--- config.mk ---
export PLATFORM = sky130hd
export DESIGN_NAME = ps2_keyboard_top
export DESIGN_NICKNAME = d
export VERILOG_FILES = /design/src/kbd_pkg.sv /design/src/ps2_keyboard_top.sv /design/src/key_event_fifo.sv /design/src/scan_decoder.sv /design/src/ps2_frame_rx.sv
export SDC_FILE = /design/constraint.sdc
export NUM_CORES = 1
export LEC_CHECK = 0
export BUFFER_PORTS_ARGS = -buffer_cell sky130_fd_sc_hd__buf_2
export CORE_UTILIZATION = 50
export DETAILED_ROUTE_END_ITERATION = 16
export GPL_ROUTABILITY_DRIVEN = 1
export GPL_TIMING_DRIVEN = 1
export PLACE_DENSITY = 0.67
export SETUP_SLACK_MARGIN = 0.15
export SLEW_MARGIN = 15
export SYNTH_ARGS = -nofsm -noshare
export SYNTH_HDL_FRONTEND = slang
export SYNTH_SLANG_ARGS = --single-unit
--- constraint.sdc ---
create_clock -name clk -period 3.33 [get_ports clk]
set_input_delay 0.8325 -clock clk [delete_from_list [all_inputs] [get_ports clk]]
set_output_delay 0.8325 -clock clk [all_outputs]
set_load 0.01 [all_outputs]
--- src/kbd_pkg.sv ---
package kbd_pkg;

    typedef logic [7:0] scan_code_t;

    typedef struct packed {
        logic       released;  // Key went up
        logic       extended;  // E0 prefixed
        scan_code_t code;      // Set-2 make code
        logic [7:0] ascii;     // 0 when no table entry
    } key_event_t;

    localparam scan_code_t SC_EXTENDED = 8'hE0;
    localparam scan_code_t SC_RELEASE  = 8'hF0;

    // Letters and digits of scan code set 2
    function automatic logic [7:0] scan_to_ascii(input scan_code_t code);
        logic [7:0] ascii;
        case (code)
            8'h1C: ascii = 8'h41;  // A
            8'h32: ascii = 8'h42;
            8'h21: ascii = 8'h43;
            8'h23: ascii = 8'h44;
            8'h24: ascii = 8'h45;
            8'h2B: ascii = 8'h46;
            8'h34: ascii = 8'h47;
            8'h33: ascii = 8'h48;
            8'h43: ascii = 8'h49;
            8'h3B: ascii = 8'h4A;
            8'h42: ascii = 8'h4B;
            8'h4B: ascii = 8'h4C;
            8'h3A: ascii = 8'h4D;
            8'h31: ascii = 8'h4E;
            8'h44: ascii = 8'h4F;
            8'h4D: ascii = 8'h50;
            8'h15: ascii = 8'h51;
            8'h2D: ascii = 8'h52;
            8'h1B: ascii = 8'h53;
            8'h2C: ascii = 8'h54;
            8'h3C: ascii = 8'h55;
            8'h2A: ascii = 8'h56;
            8'h1D: ascii = 8'h57;
            8'h22: ascii = 8'h58;
            8'h35: ascii = 8'h59;
            8'h1A: ascii = 8'h5A;  // Z
            8'h45: ascii = 8'h30;  // 0
            8'h16: ascii = 8'h31;
            8'h1E: ascii = 8'h32;
            8'h26: ascii = 8'h33;
            8'h25: ascii = 8'h34;
            8'h2E: ascii = 8'h35;
            8'h36: ascii = 8'h36;
            8'h3D: ascii = 8'h37;
            8'h3E: ascii = 8'h38;
            8'h46: ascii = 8'h39;  // 9
            default: ascii = 8'h00;
        endcase
        return ascii;
    endfunction

endpackage
--- src/ps2_keyboard_top.sv ---
`timescale 1ns/1ps

module ps2_keyboard_top #(
    parameter int FIFO_DEPTH = 8  // Power of two, at least 2
) (
    input  logic                clk,
    input  logic                arst_n,
    input  logic                ps2_clk,
    input  logic                ps2_data,
    input  logic                next_key,
    output kbd_pkg::key_event_t key,
    output logic                key_ready,
    output logic                overflow,
    output logic                frame_error,
    output logic [7:0]          release_count
);

    logic                scan_valid;
    kbd_pkg::scan_code_t scan_code;
    logic                event_valid;
    kbd_pkg::key_event_t event_data;

    ps2_frame_rx u_rx (
        .clk         (clk),
        .arst_n      (arst_n),
        .ps2_clk     (ps2_clk),
        .ps2_data    (ps2_data),
        .scan_valid  (scan_valid),
        .frame_error (frame_error),
        .scan_code   (scan_code)
    );

    scan_decoder u_dec (
        .clk           (clk),
        .arst_n        (arst_n),
        .scan_valid    (scan_valid),
        .scan_code     (scan_code),
        .event_valid   (event_valid),
        .event_data    (event_data),
        .release_count (release_count)
    );

    // No back-pressure toward the decoder
    key_event_fifo #(
        .FIFO_DEPTH (FIFO_DEPTH)
    ) u_fifo (
        .clk       (clk),
        .arst_n    (arst_n),
        .push      (event_valid),
        .push_data (event_data),
        .next_key  (next_key),
        .key       (key),
        .key_ready (key_ready),
        .overflow  (overflow)
    );

endmodule

--- src/key_event_fifo.sv ---
`timescale 1ns/1ps

module key_event_fifo #(
    parameter int FIFO_DEPTH = 8
) (
    input  logic                clk,
    input  logic                arst_n,
    input  logic                push,
    input  kbd_pkg::key_event_t push_data,
    input  logic                next_key,
    output kbd_pkg::key_event_t key,
    output logic                key_ready,
    output logic                overflow
);

    localparam int PTR_W = $clog2(FIFO_DEPTH);
    localparam int CNT_W = PTR_W + 1;

    kbd_pkg::key_event_t mem [FIFO_DEPTH];

    logic [PTR_W-1:0] wr_ptr;
    logic [PTR_W-1:0] rd_ptr;
    logic [CNT_W-1:0] count;
    logic             full;
    logic             do_push;
    logic             do_pop;

    assign full      = (count == CNT_W'(FIFO_DEPTH));
    assign key_ready = (count != '0);
    assign do_push   = push & ~full;      // Full queue drops the new event
    assign do_pop    = next_key & key_ready;  // Strobe on empty is ignored
    assign key       = mem[rd_ptr];

    always_ff @(posedge clk or negedge arst_n) begin
        if (!arst_n) begin
            wr_ptr   <= '0;
            rd_ptr   <= '0;
            count    <= '0;
            overflow <= 1'b0;
        end else begin
            if (do_push) begin
                wr_ptr <= wr_ptr + PTR_W'(1);  // Depth is a power of two
            end
            if (do_pop) begin
                rd_ptr <= rd_ptr + PTR_W'(1);
            end
            case ({do_push, do_pop})
                2'b10:   count <= count + CNT_W'(1);
                2'b01:   count <= count - CNT_W'(1);
                default: count <= count;
            endcase
            if (push && full) begin
                overflow <= 1'b1;  // Sticky until reset
            end
        end
    end

    always_ff @(posedge clk) begin
        if (do_push) begin
            mem[wr_ptr] <= push_data;
        end
    end

    assert property (@(posedge clk) disable iff (!arst_n)
        count <= CNT_W'(FIFO_DEPTH))
        else $error("key_event_fifo: occupancy above depth");

endmodule

--- src/scan_decoder.sv ---
`timescale 1ns/1ps

module scan_decoder (
    input  logic                clk,
    input  logic                arst_n,
    input  logic                scan_valid,
    input  kbd_pkg::scan_code_t scan_code,
    output logic                event_valid,
    output kbd_pkg::key_event_t event_data,
    output logic [7:0]          release_count
);

    logic ext_flag;  // E0 seen since last event
    logic rel_flag;  // F0 seen since last event
    logic is_ext;
    logic is_rel;
    logic is_key;

    assign is_ext = (scan_code == kbd_pkg::SC_EXTENDED);
    assign is_rel = (scan_code == kbd_pkg::SC_RELEASE);
    assign is_key = scan_valid & ~is_ext & ~is_rel;

    always_ff @(posedge clk or negedge arst_n) begin
        if (!arst_n) begin
            ext_flag      <= 1'b0;
            rel_flag      <= 1'b0;
            event_valid   <= 1'b0;
            release_count <= 8'd0;
        end else begin
            event_valid <= is_key;
            if (scan_valid && is_ext) begin
                ext_flag <= 1'b1;
            end
            if (scan_valid && is_rel) begin
                rel_flag <= 1'b1;
            end
            if (is_key) begin
                ext_flag <= 1'b0;  // Prefixes apply to one key only
                rel_flag <= 1'b0;
                if (rel_flag) begin
                    release_count <= release_count + 8'd1;  // Wraps at 255
                end
            end
        end
    end

    // Payload only, qualified by event_valid
    always_ff @(posedge clk) begin
        if (is_key) begin
            event_data.released <= rel_flag;
            event_data.extended <= ext_flag;
            event_data.code     <= scan_code;
            event_data.ascii    <= kbd_pkg::scan_to_ascii(scan_code);
        end
    end

    // Counter steps together with each released key event
    assert property (@(posedge clk) disable iff (!arst_n)
        event_valid |-> release_count == $past(release_count) + {7'd0, event_data.released})
        else $error("scan_decoder: release_count out of step with key events");

endmodule

--- src/ps2_frame_rx.sv ---
`timescale 1ns/1ps

module ps2_frame_rx (
    input  logic                clk,
    input  logic                arst_n,
    input  logic                ps2_clk,
    input  logic                ps2_data,
    output logic                scan_valid,
    output logic                frame_error,
    output kbd_pkg::scan_code_t scan_code
);

    logic [2:0] clk_sync;   // Two sync stages plus edge stage
    logic [1:0] data_sync;  // Matches clk_sync[1] latency
    logic [3:0] bit_cnt;
    logic [9:0] shift_buf;  // Start, 8 data, parity
    logic       sample;
    logic       last_bit;
    logic       frame_ok;

    assign sample   = clk_sync[2] & ~clk_sync[1];  // Falling edge of ps2_clk
    assign last_bit = (bit_cnt == 4'd10);

    // Stop bit is taken straight from the synchronizer on the 11th edge
    assign frame_ok = ~shift_buf[0] & data_sync[1] & (^shift_buf[9:1]);

    always_ff @(posedge clk or negedge arst_n) begin
        if (!arst_n) begin
            clk_sync  <= 3'b111;  // Idle bus is high
            data_sync <= 2'b11;
        end else begin
            clk_sync  <= {clk_sync[1:0], ps2_clk};
            data_sync <= {data_sync[0], ps2_data};
        end
    end

    always_ff @(posedge clk or negedge arst_n) begin
        if (!arst_n) begin
            bit_cnt     <= 4'd0;
            scan_valid  <= 1'b0;
            frame_error <= 1'b0;
        end else begin
            scan_valid  <= 1'b0;
            frame_error <= 1'b0;
            if (sample) begin
                if (last_bit) begin
                    scan_valid  <= frame_ok;
                    frame_error <= ~frame_ok;
                    bit_cnt     <= 4'd0;
                end else begin
                    bit_cnt <= bit_cnt + 4'd1;
                end
            end
        end
    end

    always_ff @(posedge clk) begin
        if (sample && !last_bit) begin
            shift_buf[bit_cnt] <= data_sync[1];  // LSB first on the wire
        end
        if (sample && last_bit) begin
            scan_code <= shift_buf[8:1];
        end
    end

    // One outcome pulse per detected edge, never two in a row
    assert property (@(posedge clk) disable iff (!arst_n)
        (scan_valid || frame_error) |=> !(scan_valid || frame_error))
        else $error("ps2_frame_rx: frame outcome pulse longer than one cycle");

endmodule

* Word level (Yosys, flattened, before mapping)
Memories as Yosys holds them, arrays and structs flattened. A register that Yosys moved wholly into a read port is not among the register bits. Cells that the tools add are included.
Storage, ports and cells: register bits after elaboration 69, bits in writable memories 144, logic and storage cells 76, bits of input ports 5, bits in read-only memories 896, memories kept 2
Operators by class: bitwise logic cells 13, eq/ne operators 6, mux-type cells 15, reduce and logical (&&, ||, !) cells 13, order comparisons 2, $add $sub $neg 6
Memory list:
- (no name shown) | words 128, bits a word 7, read ports 1, clocked after Yosys merged registers in 1, wr ports 0, RTL line kbd_pkg.sv:18 | case (code)
- u_fifo.mem | words 8, bits a word 18, read ports 1, clocked after Yosys merged registers in 0, wr ports 1, RTL line key_event_fifo.sv:19 | kbd_pkg::key_event_t mem [FIFO_DEPTH];
Operators with widths (count):
- 8-bit equality test (second input constant) | 2
- 1-bit two-way mux | 11
- 10-bit bitwise mux | 1
- 9-bit parity | 1
- 4-bit by 1-bit adder with 4-bit output (second input constant) | 2
- 8-bit by 1-bit adder with 8-bit output (second input constant) | 1
- 4-bit equality test (second input constant) | 2
- 4-bit case mux with 2 select lines | 1
- 1-bit AND | 7
- 3-bit by 1-bit adder with 3-bit output (second input constant) | 2
- 1-bit logical AND | 6
- 1-bit inverter | 6
- 2-bit nonzero test | 3
- 4-bit by 5-bit < comparator with 1-bit output (second input constant) | 1
- 1-bit demux with 4-bit select | 1
- 4-bit by 1-bit greater-or-equal comparator with 1-bit output (second input constant) | 1
- 4-bit two-way mux | 1
- 4-bit nonzero test | 1
- 4-bit by 1-bit subtractor with 4-bit output (second input constant) | 1
- 2-bit by 1-bit equality test with 1-bit output (second input constant) | 1
- 2-bit equality test (second input constant) | 1
- 2-bit AND reduction | 1
- 1-bit logical NOT | 1

* Logic depth before layout (Yosys ltp)
Gate-level depths: netlist of the first run.
depth after elaboration 6, mapped depth 11

* By module
Synthesis of the first run repeated with hierarchy kept, for this count alone.
Second synthesis, totals: cell total of the unflattened synthesis 523, area, all modules 9077.5 sq um
Modules (own cells, without submodules):
- key_event_fifo | times used 1, area an instance 6185.9 sq um, cells an instance 274
- scan_decoder | times used 1, area an instance 1791.7 sq um, cells an instance 175
- ps2_frame_rx | times used 1, area an instance 1099.8 sq um, cells an instance 74

* Worst setup path before layout of the first run
OpenSTA, ideal clock, no wires.
kind flip-flop to flip-flop, start point register u_fifo.count[0], end point memory u_fifo.mem[0][0] (netlist name) (enable), stages on the path, launching flop included 6, arrival time 2.078 ns, data required time 2.918 ns, buffers on the path 0, setup slack 0.840 ns, path through dfrtp_1 nor3_1 nand2_1 and2_1 nand2b_1 nor3_1
Between the ends: cells in the longest elaborated chain, start to end 5
Ends and longest elaborated chain:
- start: declaration | RTL line key_event_fifo.sv:23 | logic [CNT_W-1:0] count;
- start signal: assignment | RTL line key_event_fifo.sv:48 | 2'b10: count <= count + CNT_W'(1);
- start signal: assignment | RTL line key_event_fifo.sv:49 | 2'b01: count <= count - CNT_W'(1);
- start signal: assignment | RTL line key_event_fifo.sv:50 | default: count <= count;
- 4-bit equality test | RTL line key_event_fifo.sv:28 | assign full = (count == CNT_W'(FIFO_DEPTH));
- 1-bit inverter | RTL line key_event_fifo.sv:30 | assign do_push = push & ~full;
- 1-bit AND | RTL line key_event_fifo.sv:30
- 1-bit two-way mux | RTL line key_event_fifo.sv:59 | if (do_push) begin
- 1-bit two-way mux (not written as such) | RTL line key_event_fifo.sv:60 | mem[wr_ptr] <= push_data;
- end: declaration | RTL line key_event_fifo.sv:19
No other way between the ends.

==> results of run 1 <==
layer usage:
metal	global-route usage (%)	wire, microns	vias up
li1	-	-	2116
met1	23.84	6448	2288
met2	31.03	7705	102
met3	2.305	742	20
met4	5.114	226	0
met5	0	0	-
state kept, by name, indices dropped and copies added, names as in the netlist, 2 cells and up:
register and flops:
u_dec.event_data 17, u_dec.release_count 8, u_fifo.count 4, u_fifo.mem 136, u_fifo.rd_ptr 3, u_fifo.wr_ptr 3
u_rx.bit_cnt 4, u_rx.clk_sync 3, u_rx.data_sync 2, u_rx.scan_code 8, u_rx.shift_buf 10
critical path: cells and delay by family (launching register included):
| family | cells | cell delay (ns) |
|---|---|---|
| mux | 2 | 0.84 |
| buf+inv | 2 | 0.34 |
| flops | 1 | 0.46 |
metrics by stage:
stage / utilization [%] / total power [W]
2_1_floorplan: - / 0.004123
3_3_place_gp: 54.27 / 0.004439
3_5_place_dp: 54.27 / 0.004474
4_1_cts: 58.42 / 0.006714
5_1_grt: 58.42 / 0.006932
6_report: 58.42 / 0.006631
what timing repair did:
item                                    CTS  global route
resized for setup                         1             0
setup buffers                             3             0
endpoints found under the setup margin   10             0
logic make-up after synthesis:
family,Yosys count,synth area share (%)
AOI/OAI and AO/OA,69,5.313
xor gates and xnor gates,24,2.419
adders and majority gates,13,1.872
buffers and inverters,39,2.519
DFF,204,68.66
muxes,57,13.09
other,1,0.04315
and+or+nand+nor,110,6.090
final cells by class:
class                   instances  share of cell area, %
repair buffers                 50                  3.143
well taps                     220                  2.811
flip-flops and latches        204                  60.98
inverters                      14                 0.5367
clock inverters                 7                 0.4983
multi-input cells             274                  25.68
clock buffers                  33                  6.351
cell usage in the layout (no fill, tap or decap), drive strengths merged, types with 2 or more instances in the layout:
| master | netlist | routed |
|---|---|---|
| nand2b | 10 | 10 |
| dfstp | 5 | 5 |
| mux4 | 36 | 36 |
| xor2 | 9 | 9 |
| nand3 | 6 | 6 |
| ha | 13 | 13 |
| nand2 | 33 | 33 |
| a31o | 2 | 2 |
| a21oi | 15 | 15 |
| mux2 | 21 | 21 |
| buf | 19 | 50 |
| and3 | 3 | 3 |
| o21ai | 16 | 16 |
| dfrtp | 28 | 28 |
| xnor2 | 15 | 15 |
| nand4b | 2 | 2 |
| nor3 | 8 | 8 |
| and2 | 2 | 2 |
| o31ai | 6 | 6 |
| a211oi | 2 | 2 |
| a31oi | 3 | 3 |
| nor2b | 6 | 6 |
| inv | 14 | 15 |
| nand4 | 2 | 2 |
| edfxtp | 171 | 171 |
| o211ai | 5 | 5 |
| nor2 | 34 | 34 |
| a21boi | 2 | 2 |
| clkbuf | 6 | 33 |
| clkinv | 0 | 6 |
| a311oi | 2 | 2 |
worst paths after layout:
check,to,start
worst max register to register,u_fifo.count[2],u_fifo.count[1]
worst max-delay path,key[3],u_fifo.rd_ptr[0]
worst min register to register,u_rx.clk_sync[1],u_rx.clk_sync[0]
min in group asynchronous,u_fifo.wr_ptr[2],arst_n
max in group asynchronous,u_fifo.rd_ptr[0],arst_n
worst min-delay path,u_rx.clk_sync[1],u_rx.clk_sync[0]
power by group through the flow:
stage / sequential (W) / combinational, W / clock (W)
2_1_floorplan: 0.00296 / 0.00116 / 0
3_5_place_dp: 0.00304 / 0.00143 / 0
4_1_cts: 0.00296 / 0.00151 / 0.00224
3_3_place_gp: 0.00304 / 0.00140 / 0
5_1_grt: 0.00298 / 0.00162 / 0.00233
6_report: 0.00297 / 0.00148 / 0.00219
==> impl_metrics.yaml, run 1 <==
setup_path:
  critical_path.slowest_cell: "mux4_1"
  crit_fanout: 8
  r2r_slack_ns: 0.80
  critPathCaptureType: "output port"
  arrival_ns: 2.13
  critPathMaxStageDelay_ns: 0.57
  cp-start-kind: "register"
  ff2ff_path_depth: 10
  critPathKind: "reg -> out"
  cp_cell_sequence: "buf_4, mux4_1, mux2_2, buf_2"
  required_ns: 2.50
sta:
  rsz0062_at_grt: "false"
  clock.fmax_mhz: 338.0
  fin_skew_ns: 0.02112
  setup_slack_ns: 0.3717
  tns_ns: 0
  fin_crit_ns: 2.958
  slew_viol_final: 0
  slew_headroom_pct: 51.21
  fin_crit_sh_pct: 88.84
  hold_slack_ns: 0.3539
  worstMarginPinSlew_ns: 0.7318
  setup_viol: 0
  hold_viol: 0
logic_synthesis:
  syn_area_sq_um: 8691
  synth_area_leaders: "edfxtp_1 (59%), dfrtp_1 (8.1%), mux4_1 (7.3%)"
  syn_inst: 517
  synth_top_cell_area_share_pct: 59.08
  synth_commonest_cells: "edfxtp_1 (171), nand2_1 (33), nor2_1 (33)"
  syn_avg_cell_area_sq_um: 16.81
  yosysTopAreaCell: "edfxtp_1"
  synth_cell_types: 60
  ys_ff_latch: 204
  synthMostInstantiatedCell: "edfxtp_1"
  synthFlopType: "edfxtp_1"
  async_reset_ff_share_pct: 16.18
  synth_edf_count: 171
  ys_warn_count: 0
  syn-num-nets: 535
  synth_seq_area_share_pct: 68.66
global_route:
  grt-ovfl-total: 0
  grt_usage_pct: 17.90
  grt_pass1_wl_microns: 24670
  grt_max_degree: 37
  antenna_found_initial: 0
  grt_pass1_vias: 4659
drt:
  drt_iter0_drc: 384
  wl_microns: 15120
  drc_errors: 0
  num_vias: 4526
  drt_first_pass_iters: 4
  ant_nets: 0
  vias_per_cell: 5.643
  wl_per_cell_microns: 18.86
power:
  pwr-share-clk_pct: 33.0
  power_frac_seq_pct: 44.8
  power_leakage_nw: 3.485
  p_int_w: 0.004941
  max-vdd-ir-drop_v: 0.0004244
  combPwrFrac_pct: 22.3
  p_sw_w: 0.001689
  cellPowerDensity_nw_per_um2: 677.2
  swShare_pct: 25.48
die:
  design.die.area_sq_um: 17910
  core_sq_um: 16760
  num_io_pins: 34
  dieHeight_microns: 133.8
  start_util_pct: 51.86
  die_w_microns: 133.8
  row_count: 47
clocking:
  clock-sinks: 204
  cts.path.max_buffers: 3
  clock-root-buffer: "clkbuf_16"
  numCtsBuffers: 22
  clkLatencyLatePin_ns: 0.49
  cts_tree: "done"
  cts.reportedPaths.clkPinSlew_ns: 0.05
  hold_buffers: 0
  htree_levels: 1
job:
  drv_cap: 0
status:
  outcome: "completed"
placement:
  dpl.hpwl_microns: 9305
  dp_cells: 759
  io_buffers: 32
  dpl_worst_slack_ns: 0.6185
  postPlaceCellArea_sq_um: 9096
  routabilityCongestion: 0.8947
layout:
  layout-area-overhead-vs-synth_pct: 12.67
  n_fill_cell: 1261
  regArea_sq_um: 5971
  layoutNonFillerInstCount: 802
  multi_input_area_sq_um: 2515
  antenna_cells: 0
  fin_area_sq_um: 9792
  layout-drive-gt1-share_pct: 22.34
  nNetsFinal: 584
min_path:
  hp-class: "reg -> reg"
  hold_depth: 0
Power figures use the tool's default switching activity.
==> run 2, diff against run 1 <==
--- a/config.mk
+++ b/config.mk
@@ -11,6 +11,7 @@
 export GPL_ROUTABILITY_DRIVEN = 1
 export GPL_TIMING_DRIVEN = 1
 export PLACE_DENSITY = 0.67
+export RECOVER_POWER = 100
 export SETUP_SLACK_MARGIN = 0.15
 export SLEW_MARGIN = 15
 export SYNTH_ARGS = -nofsm -noshare
==> impl_metrics.yaml, run 2 (same netlist as run 1, synthesis figures left out) <==
sta:
  rsz0062_at_grt: "false"
  slew_viol_final: 34
  fin_crit_sh_pct: 92.90
  fin_skew_ns: 0.02144
  clock.fmax_mhz: 323.2
  tns_ns: 0
  worstMarginPinSlew_ns: 1.751
  slew_headroom_pct: -16.72
  setup_slack_ns: 0.2363
  fin_crit_ns: 3.094
  hold_viol: 0
  setup_viol: 0
placement:
  dpl.hpwl_microns: 9305
  routabilityCongestion: 0.8947
  io_buffers: 32
  dpl_worst_slack_ns: 0.6185
  dp_cells: 759
die:
  num_io_pins: 34
  dieHeight_microns: 133.8
  core_sq_um: 16760
  start_util_pct: 51.86
  die_w_microns: 133.8
  row_count: 47
  design.die.area_sq_um: 17910
power:
  pwr-share-clk_pct: 33.2
  p_int_w: 0.004890
  cellPowerDensity_nw_per_um2: 678.8
  max-vdd-ir-drop_v: 0.0004243
  combPwrFrac_pct: 21.7
  power_leakage_nw: 3.341
  power_frac_seq_pct: 45.0
  p_sw_w: 0.001692
  swShare_pct: 25.71
  p_total_w: 0.006582
layout:
  largest-register: "u_fifo.mem"
  reg_top3: "u_fifo.mem (136), u_dec.event_data (17), u_rx.shift_buf (10)"
  final_cell_mix: "edfxtp_1 (171), clkbuf_1 (44), nand2_1 (33), nor2_1 (33), dfrtp_1 (27)"
  fin_util_pct: 57.86
  layoutNonFillerInstCount: 802
  largest_reg_flops: 136
  antenna_cells: 0
  mostFrequentLayoutCell: "edfxtp_1"
  n_fill_cell: 1292
  layout-drive-gt1-share_pct: 14.78
  layout-area-overhead-vs-synth_pct: 11.58
  nNetsFinal: 584
setup_path:
  required_ns: 2.50
  crit_fanout: 5
  arrival_ns: 2.26
  critPathKind: "reg -> out"
  critPathCaptureType: "output port"
  cp-start-kind: "register"
clocking:
  cts_tree: "done"
  cts.path.max_buffers: 3
  htree_levels: 1
  numCtsBuffers: 22
  clkLatencyLatePin_ns: 0.49
  cts.reportedPaths.clkPinSlew_ns: 0.05
  clock-sinks: 204
  hold_buffers: 0
  clock-root-buffer: "clkbuf_16"
global_route:
  grt_usage_pct: 17.90
  grt_pass1_vias: 4659
  grt_pass1_wl_microns: 24670
  grt-ovfl-total: 0
  grt_max_degree: 37
  antenna_found_initial: 0
drt:
  drc_errors: 0
  wl_microns: 15140
  drt_iter0_drc: 425
  drt_first_pass_iters: 4
  num_vias: 4527
  wl_per_cell_microns: 18.87
  vias_per_cell: 5.645
  ant_nets: 0
min_path:
  hp-class: "reg -> reg"
job:
  drv_cap: 1
status:
  violations: "capacitance limit, slew limit"
  outcome: "finished with violations"
[run 2: area by class of cell]
type | instances | area [sq um] | share of cell area, %
tap | 220 | 275.3 | 2.839
inverter | 14 | 52.55 | 0.5419
timing repair buffer | 50 | 227.7 | 2.348
sequential | 204 | 5971 | 61.57
multi-input combinational | 274 | 2500 | 25.78
clock buffer | 33 | 621.8 | 6.413
clock inverter | 7 | 48.80 | 0.5032
[run 2: repair_timing]
item	4_1_cts	5_1_grt
resized for setup	1	0
setup buffers	3	0
setup endpoints to repair	10	0
[run 2: final timing paths]
| kind | start | slack, ns | depth (start not counted) | end |
|---|---|---|---|---|
| min in group asynchronous | arst_n | 0.80 | 1 | u_fifo.wr_ptr[2] |
| setup / recovery | u_fifo.rd_ptr[0] | 0.24 | 4 | key[15] |
| hold reg to reg | u_rx.clk_sync[0] | 0.36 | 0 | u_rx.clk_sync[1] |
| max in group asynchronous | arst_n | 1.28 | 1 | u_fifo.rd_ptr[0] |
| setup reg to reg | u_rx.scan_code[3] | 0.45 | 6 | u_dec.event_data[4] |
| hold / removal | u_rx.clk_sync[0] | 0.36 | 0 | u_rx.clk_sync[1] |
[run 2: power groups by stage]
| stage | combinational, W | sequential [W] | clock, W |
|---|---|---|---|
| finish | 0.00143 | 0.00296 | 0.00219 |
| global route | 0.00157 | 0.00298 | 0.00233 |
| CTS | 0.00151 | 0.00296 | 0.00224 |
| detailed placement | 0.00143 | 0.00304 | 0 |
| global placement | 0.00140 | 0.00304 | 0 |
| floorplan | 0.00116 | 0.00296 | 0 |
[run 2: worst max-delay path, cell delays in order, from the launching register on]
cell and delay (ns):
dfrtp_4 0.45, clkbuf_1 0.28, mux4_1 0.59, mux2_2 0.30, buf_2 0.15
[run 2: metal layers]
layer | part of all wire, % | track usage [%] | wire (microns)
met1 | 42 | 23.84 | 6431
met2 | 51 | 31.03 | 7720
met3 | 5.0 | 2.305 | 757
met4 | 1.5 | 5.114 | 226
met5 | 0 | 0 | 0
[run 2: metrics by stage]
stage               hold WS [ns]  cell area [sq um]
finish                    0.3592               9697
global route              0.3643               9697
CTS                       0.3550               9792
detailed placement        0.3470               9096
global placement          0.3465               9096
floorplan                 0.3452               8691
==> run 3, diff against run 2 <==
--- a/config.mk
+++ b/config.mk
@@ -6,6 +6,7 @@
 export NUM_CORES = 1
 export LEC_CHECK = 0
 export BUFFER_PORTS_ARGS = -buffer_cell sky130_fd_sc_hd__buf_2
+export CORE_MARGIN = 10
 export CORE_UTILIZATION = 50
 export DETAILED_ROUTE_END_ITERATION = 16
 export GPL_ROUTABILITY_DRIVEN = 1
==> constraint.sdc (replaced) <==
create_clock -name clk -period 3.23 [get_ports clk]
set_input_delay 0.8075 -clock clk [delete_from_list [all_inputs] [get_ports clk]]
set_output_delay 0.8075 -clock clk [all_outputs]
set_load 0.01 [all_outputs]
==> impl_metrics.yaml, run 3 (same netlist as run 1, synthesis figures left out) <==
drt:
  wl_per_cell_microns: 19.85
  ant_nets: 0
  drt_first_pass_iters: 5
  drt_iter0_drc: 309
  num_vias: 4575
  drc_errors: 0
  vias_per_cell: 5.726
  wl_microns: 15860
sta:
  hold_viol: 0
  fin_crit_sh_pct: 93.61
  clock.fmax_mhz: 330.7
  worstMarginPinSlew_ns: 1.855
  setup_slack_ns: 0.2064
  slew_viol_final: 34
  setup_viol: 0
  fin_skew_ns: 0.008069
  tns_ns: 0
  fin_crit_ns: 3.024
  slew_headroom_pct: -23.68
  rsz0062_at_grt: "false"
status:
  violations: "capacitance limit, slew limit"
  outcome: "finished with violations"
layout:
  layoutNonFillerInstCount: 799
  largest_reg_flops: 136
  mostFrequentLayoutCell: "edfxtp_1"
  layout-drive-gt1-share_pct: 14.63
  final_cell_mix: "edfxtp_1 (171), clkbuf_1 (39), nand2_1 (33), nor2_1 (33), dfrtp_1 (27)"
  reg_top3: "u_fifo.mem (136), u_dec.event_data (17), u_rx.shift_buf (10)"
  largest-register: "u_fifo.mem"
  layout-area-overhead-vs-synth_pct: 11.46
  fin_area_sq_um: 9687
  nNetsFinal: 580
  antenna_cells: 0
die:
  design.die.area_sq_um: 23060
  start_util_pct: 50.60
  core_sq_um: 17180
  num_io_pins: 34
  dieHeight_microns: 151.8
  row_count: 48
  die_w_microns: 151.8
min_path:
  hold_path.startpoint: "u_rx.data_sync[0]"
  hold_depth: 0
  min_to: "u_rx.data_sync[1]"
  hp-class: "reg -> reg"
global_route:
  grt_pass1_wl_microns: 25650
  grt_max_degree: 37
  grt_pass1_vias: 4603
  grt_usage_pct: 13.50
  grt-ovfl-total: 0
  antenna_found_initial: 0
placement:
  dpl_worst_slack_ns: 0.6421
  routabilityCongestion: 0.8914
  dpl.hpwl_microns: 9458
  postPlaceCellArea_sq_um: 9080
  dp_cells: 761
  io_buffers: 32
job:
  drv_cap: 1
clocking:
  cts.path.max_buffers: 3
  cts.reportedPaths.clkPinSlew_ns: 0.06
  clock-sinks: 204
  htree_levels: 1
  clock-root-buffer: "clkbuf_16"
  clkLatencyLatePin_ns: 0.48
  cts_tree: "done"
  numCtsBuffers: 21
setup_path:
  critPathMaxStageDelay_ns: 0.59
  ff2ff_path_depth: 6
  r2r-end: "u_dec.event_data[4]"
  critical_path.slowest_cell: "mux4_1"
  critPathKind: "reg -> out"
  cpLargestDelayFamily: "multiplexers"
  required_ns: 2.42
  r2r_slack_ns: 0.52
  r2r_start: "u_rx.scan_code[3]"
  critPathCaptureType: "output port"
  arrival_ns: 2.22
  cp-start-kind: "register"
  cp_cell_sequence: "clkbuf_1, mux4_1, mux2_2, buf_2"
  cp.buffers_inverters: 2
  crit_fanout: 4
power:
  p_total_w: 0.006807
  max-vdd-ir-drop_v: 0.0003641
  cellPowerDensity_nw_per_um2: 702.7
  power_leakage_nw: 3.335
==> run 3: area by class of cell <==
cell class | instances | area, sq um
Fill cell | 1348 | 7490
Timing Repair Buffer | 47 | 237.7
Clock inverter | 7 | 57.56
Clock buffer | 28 | 583.1
Sequential cell | 204 | 5968
Inverter | 14 | 52.55
Tap cell | 225 | 281.5
Multi-Input combinational cell | 274 | 2506
==> run 3: worst register-to-register path, delay by kind of cell, from the launching register on <==
kind,cells,cell delay (ns)
AO/OA/AOI/OAI,4,0.82
buffers and inverters,2,0.83
flip-flops,1,0.88
==> run 3: repair_timing <==
item / in CTS / in global routing
gates resized for setup: 0 / 1
setup buffers: 2 / 0
hold buffers: 0 / 0
gates cloned: 1 / 0
endpoints found under the setup margin: 11 / 6
pin swaps: 0 / 0
hold endpoints to repair: 0 / 0
==> run 3: power breakdown <==
part | internal (W) | leakage (nW) | switching, W | total (W)
clock network | 0.00134 | 0.317 | 0.000890 | 0.00223
logic | 0.000796 | 1.07 | 0.000715 | 0.00151
registers | 0.00293 | 1.95 | 0.000139 | 0.00307
total | 0.00506 | 3.33 | 0.00174 | 0.00681
==> run 3: metrics by stage <==
step	util, %	hold WS (ns)
2_1_floorplan	-	0.3452
3_3_place_gp	52.86	0.3465
3_5_place_dp	52.86	0.3489
4_1_cts	56.87	0.3598
5_1_grt	56.40	0.3724
6_report	56.40	0.3638
==> run 3: routing by layer <==
metal	vias up	GRT usage, %	wire, microns
li1	2110	-	-
met1	2302	17.53	6678
met2	130	22.84	8039
met3	33	2.004	790
met4	0	4.264	355
met5	-	0	0
==> run 3: worst max path at each step <==
| stage | startpoint | endpoint | slack, ns | cells past startpoint |
|---|---|---|---|---|
| final | u_fifo.rd_ptr[0] | key[16] | 0.21 | 4 |
| after global routing | u_fifo.rd_ptr[0] | key[16] | 0.12 | 4 |
| after CTS | u_fifo.rd_ptr[0] | key[12] | 0.16 | 4 |
| after detailed placement | u_fifo.rd_ptr[0] | key[9] | 0.64 | 4 |
| after global placement | u_fifo.rd_ptr[0] | key[4] | 0.69 | 4 |
| after floorplan | u_fifo.count[0] | u_fifo.mem[0][0] | 0.74 | 5 |
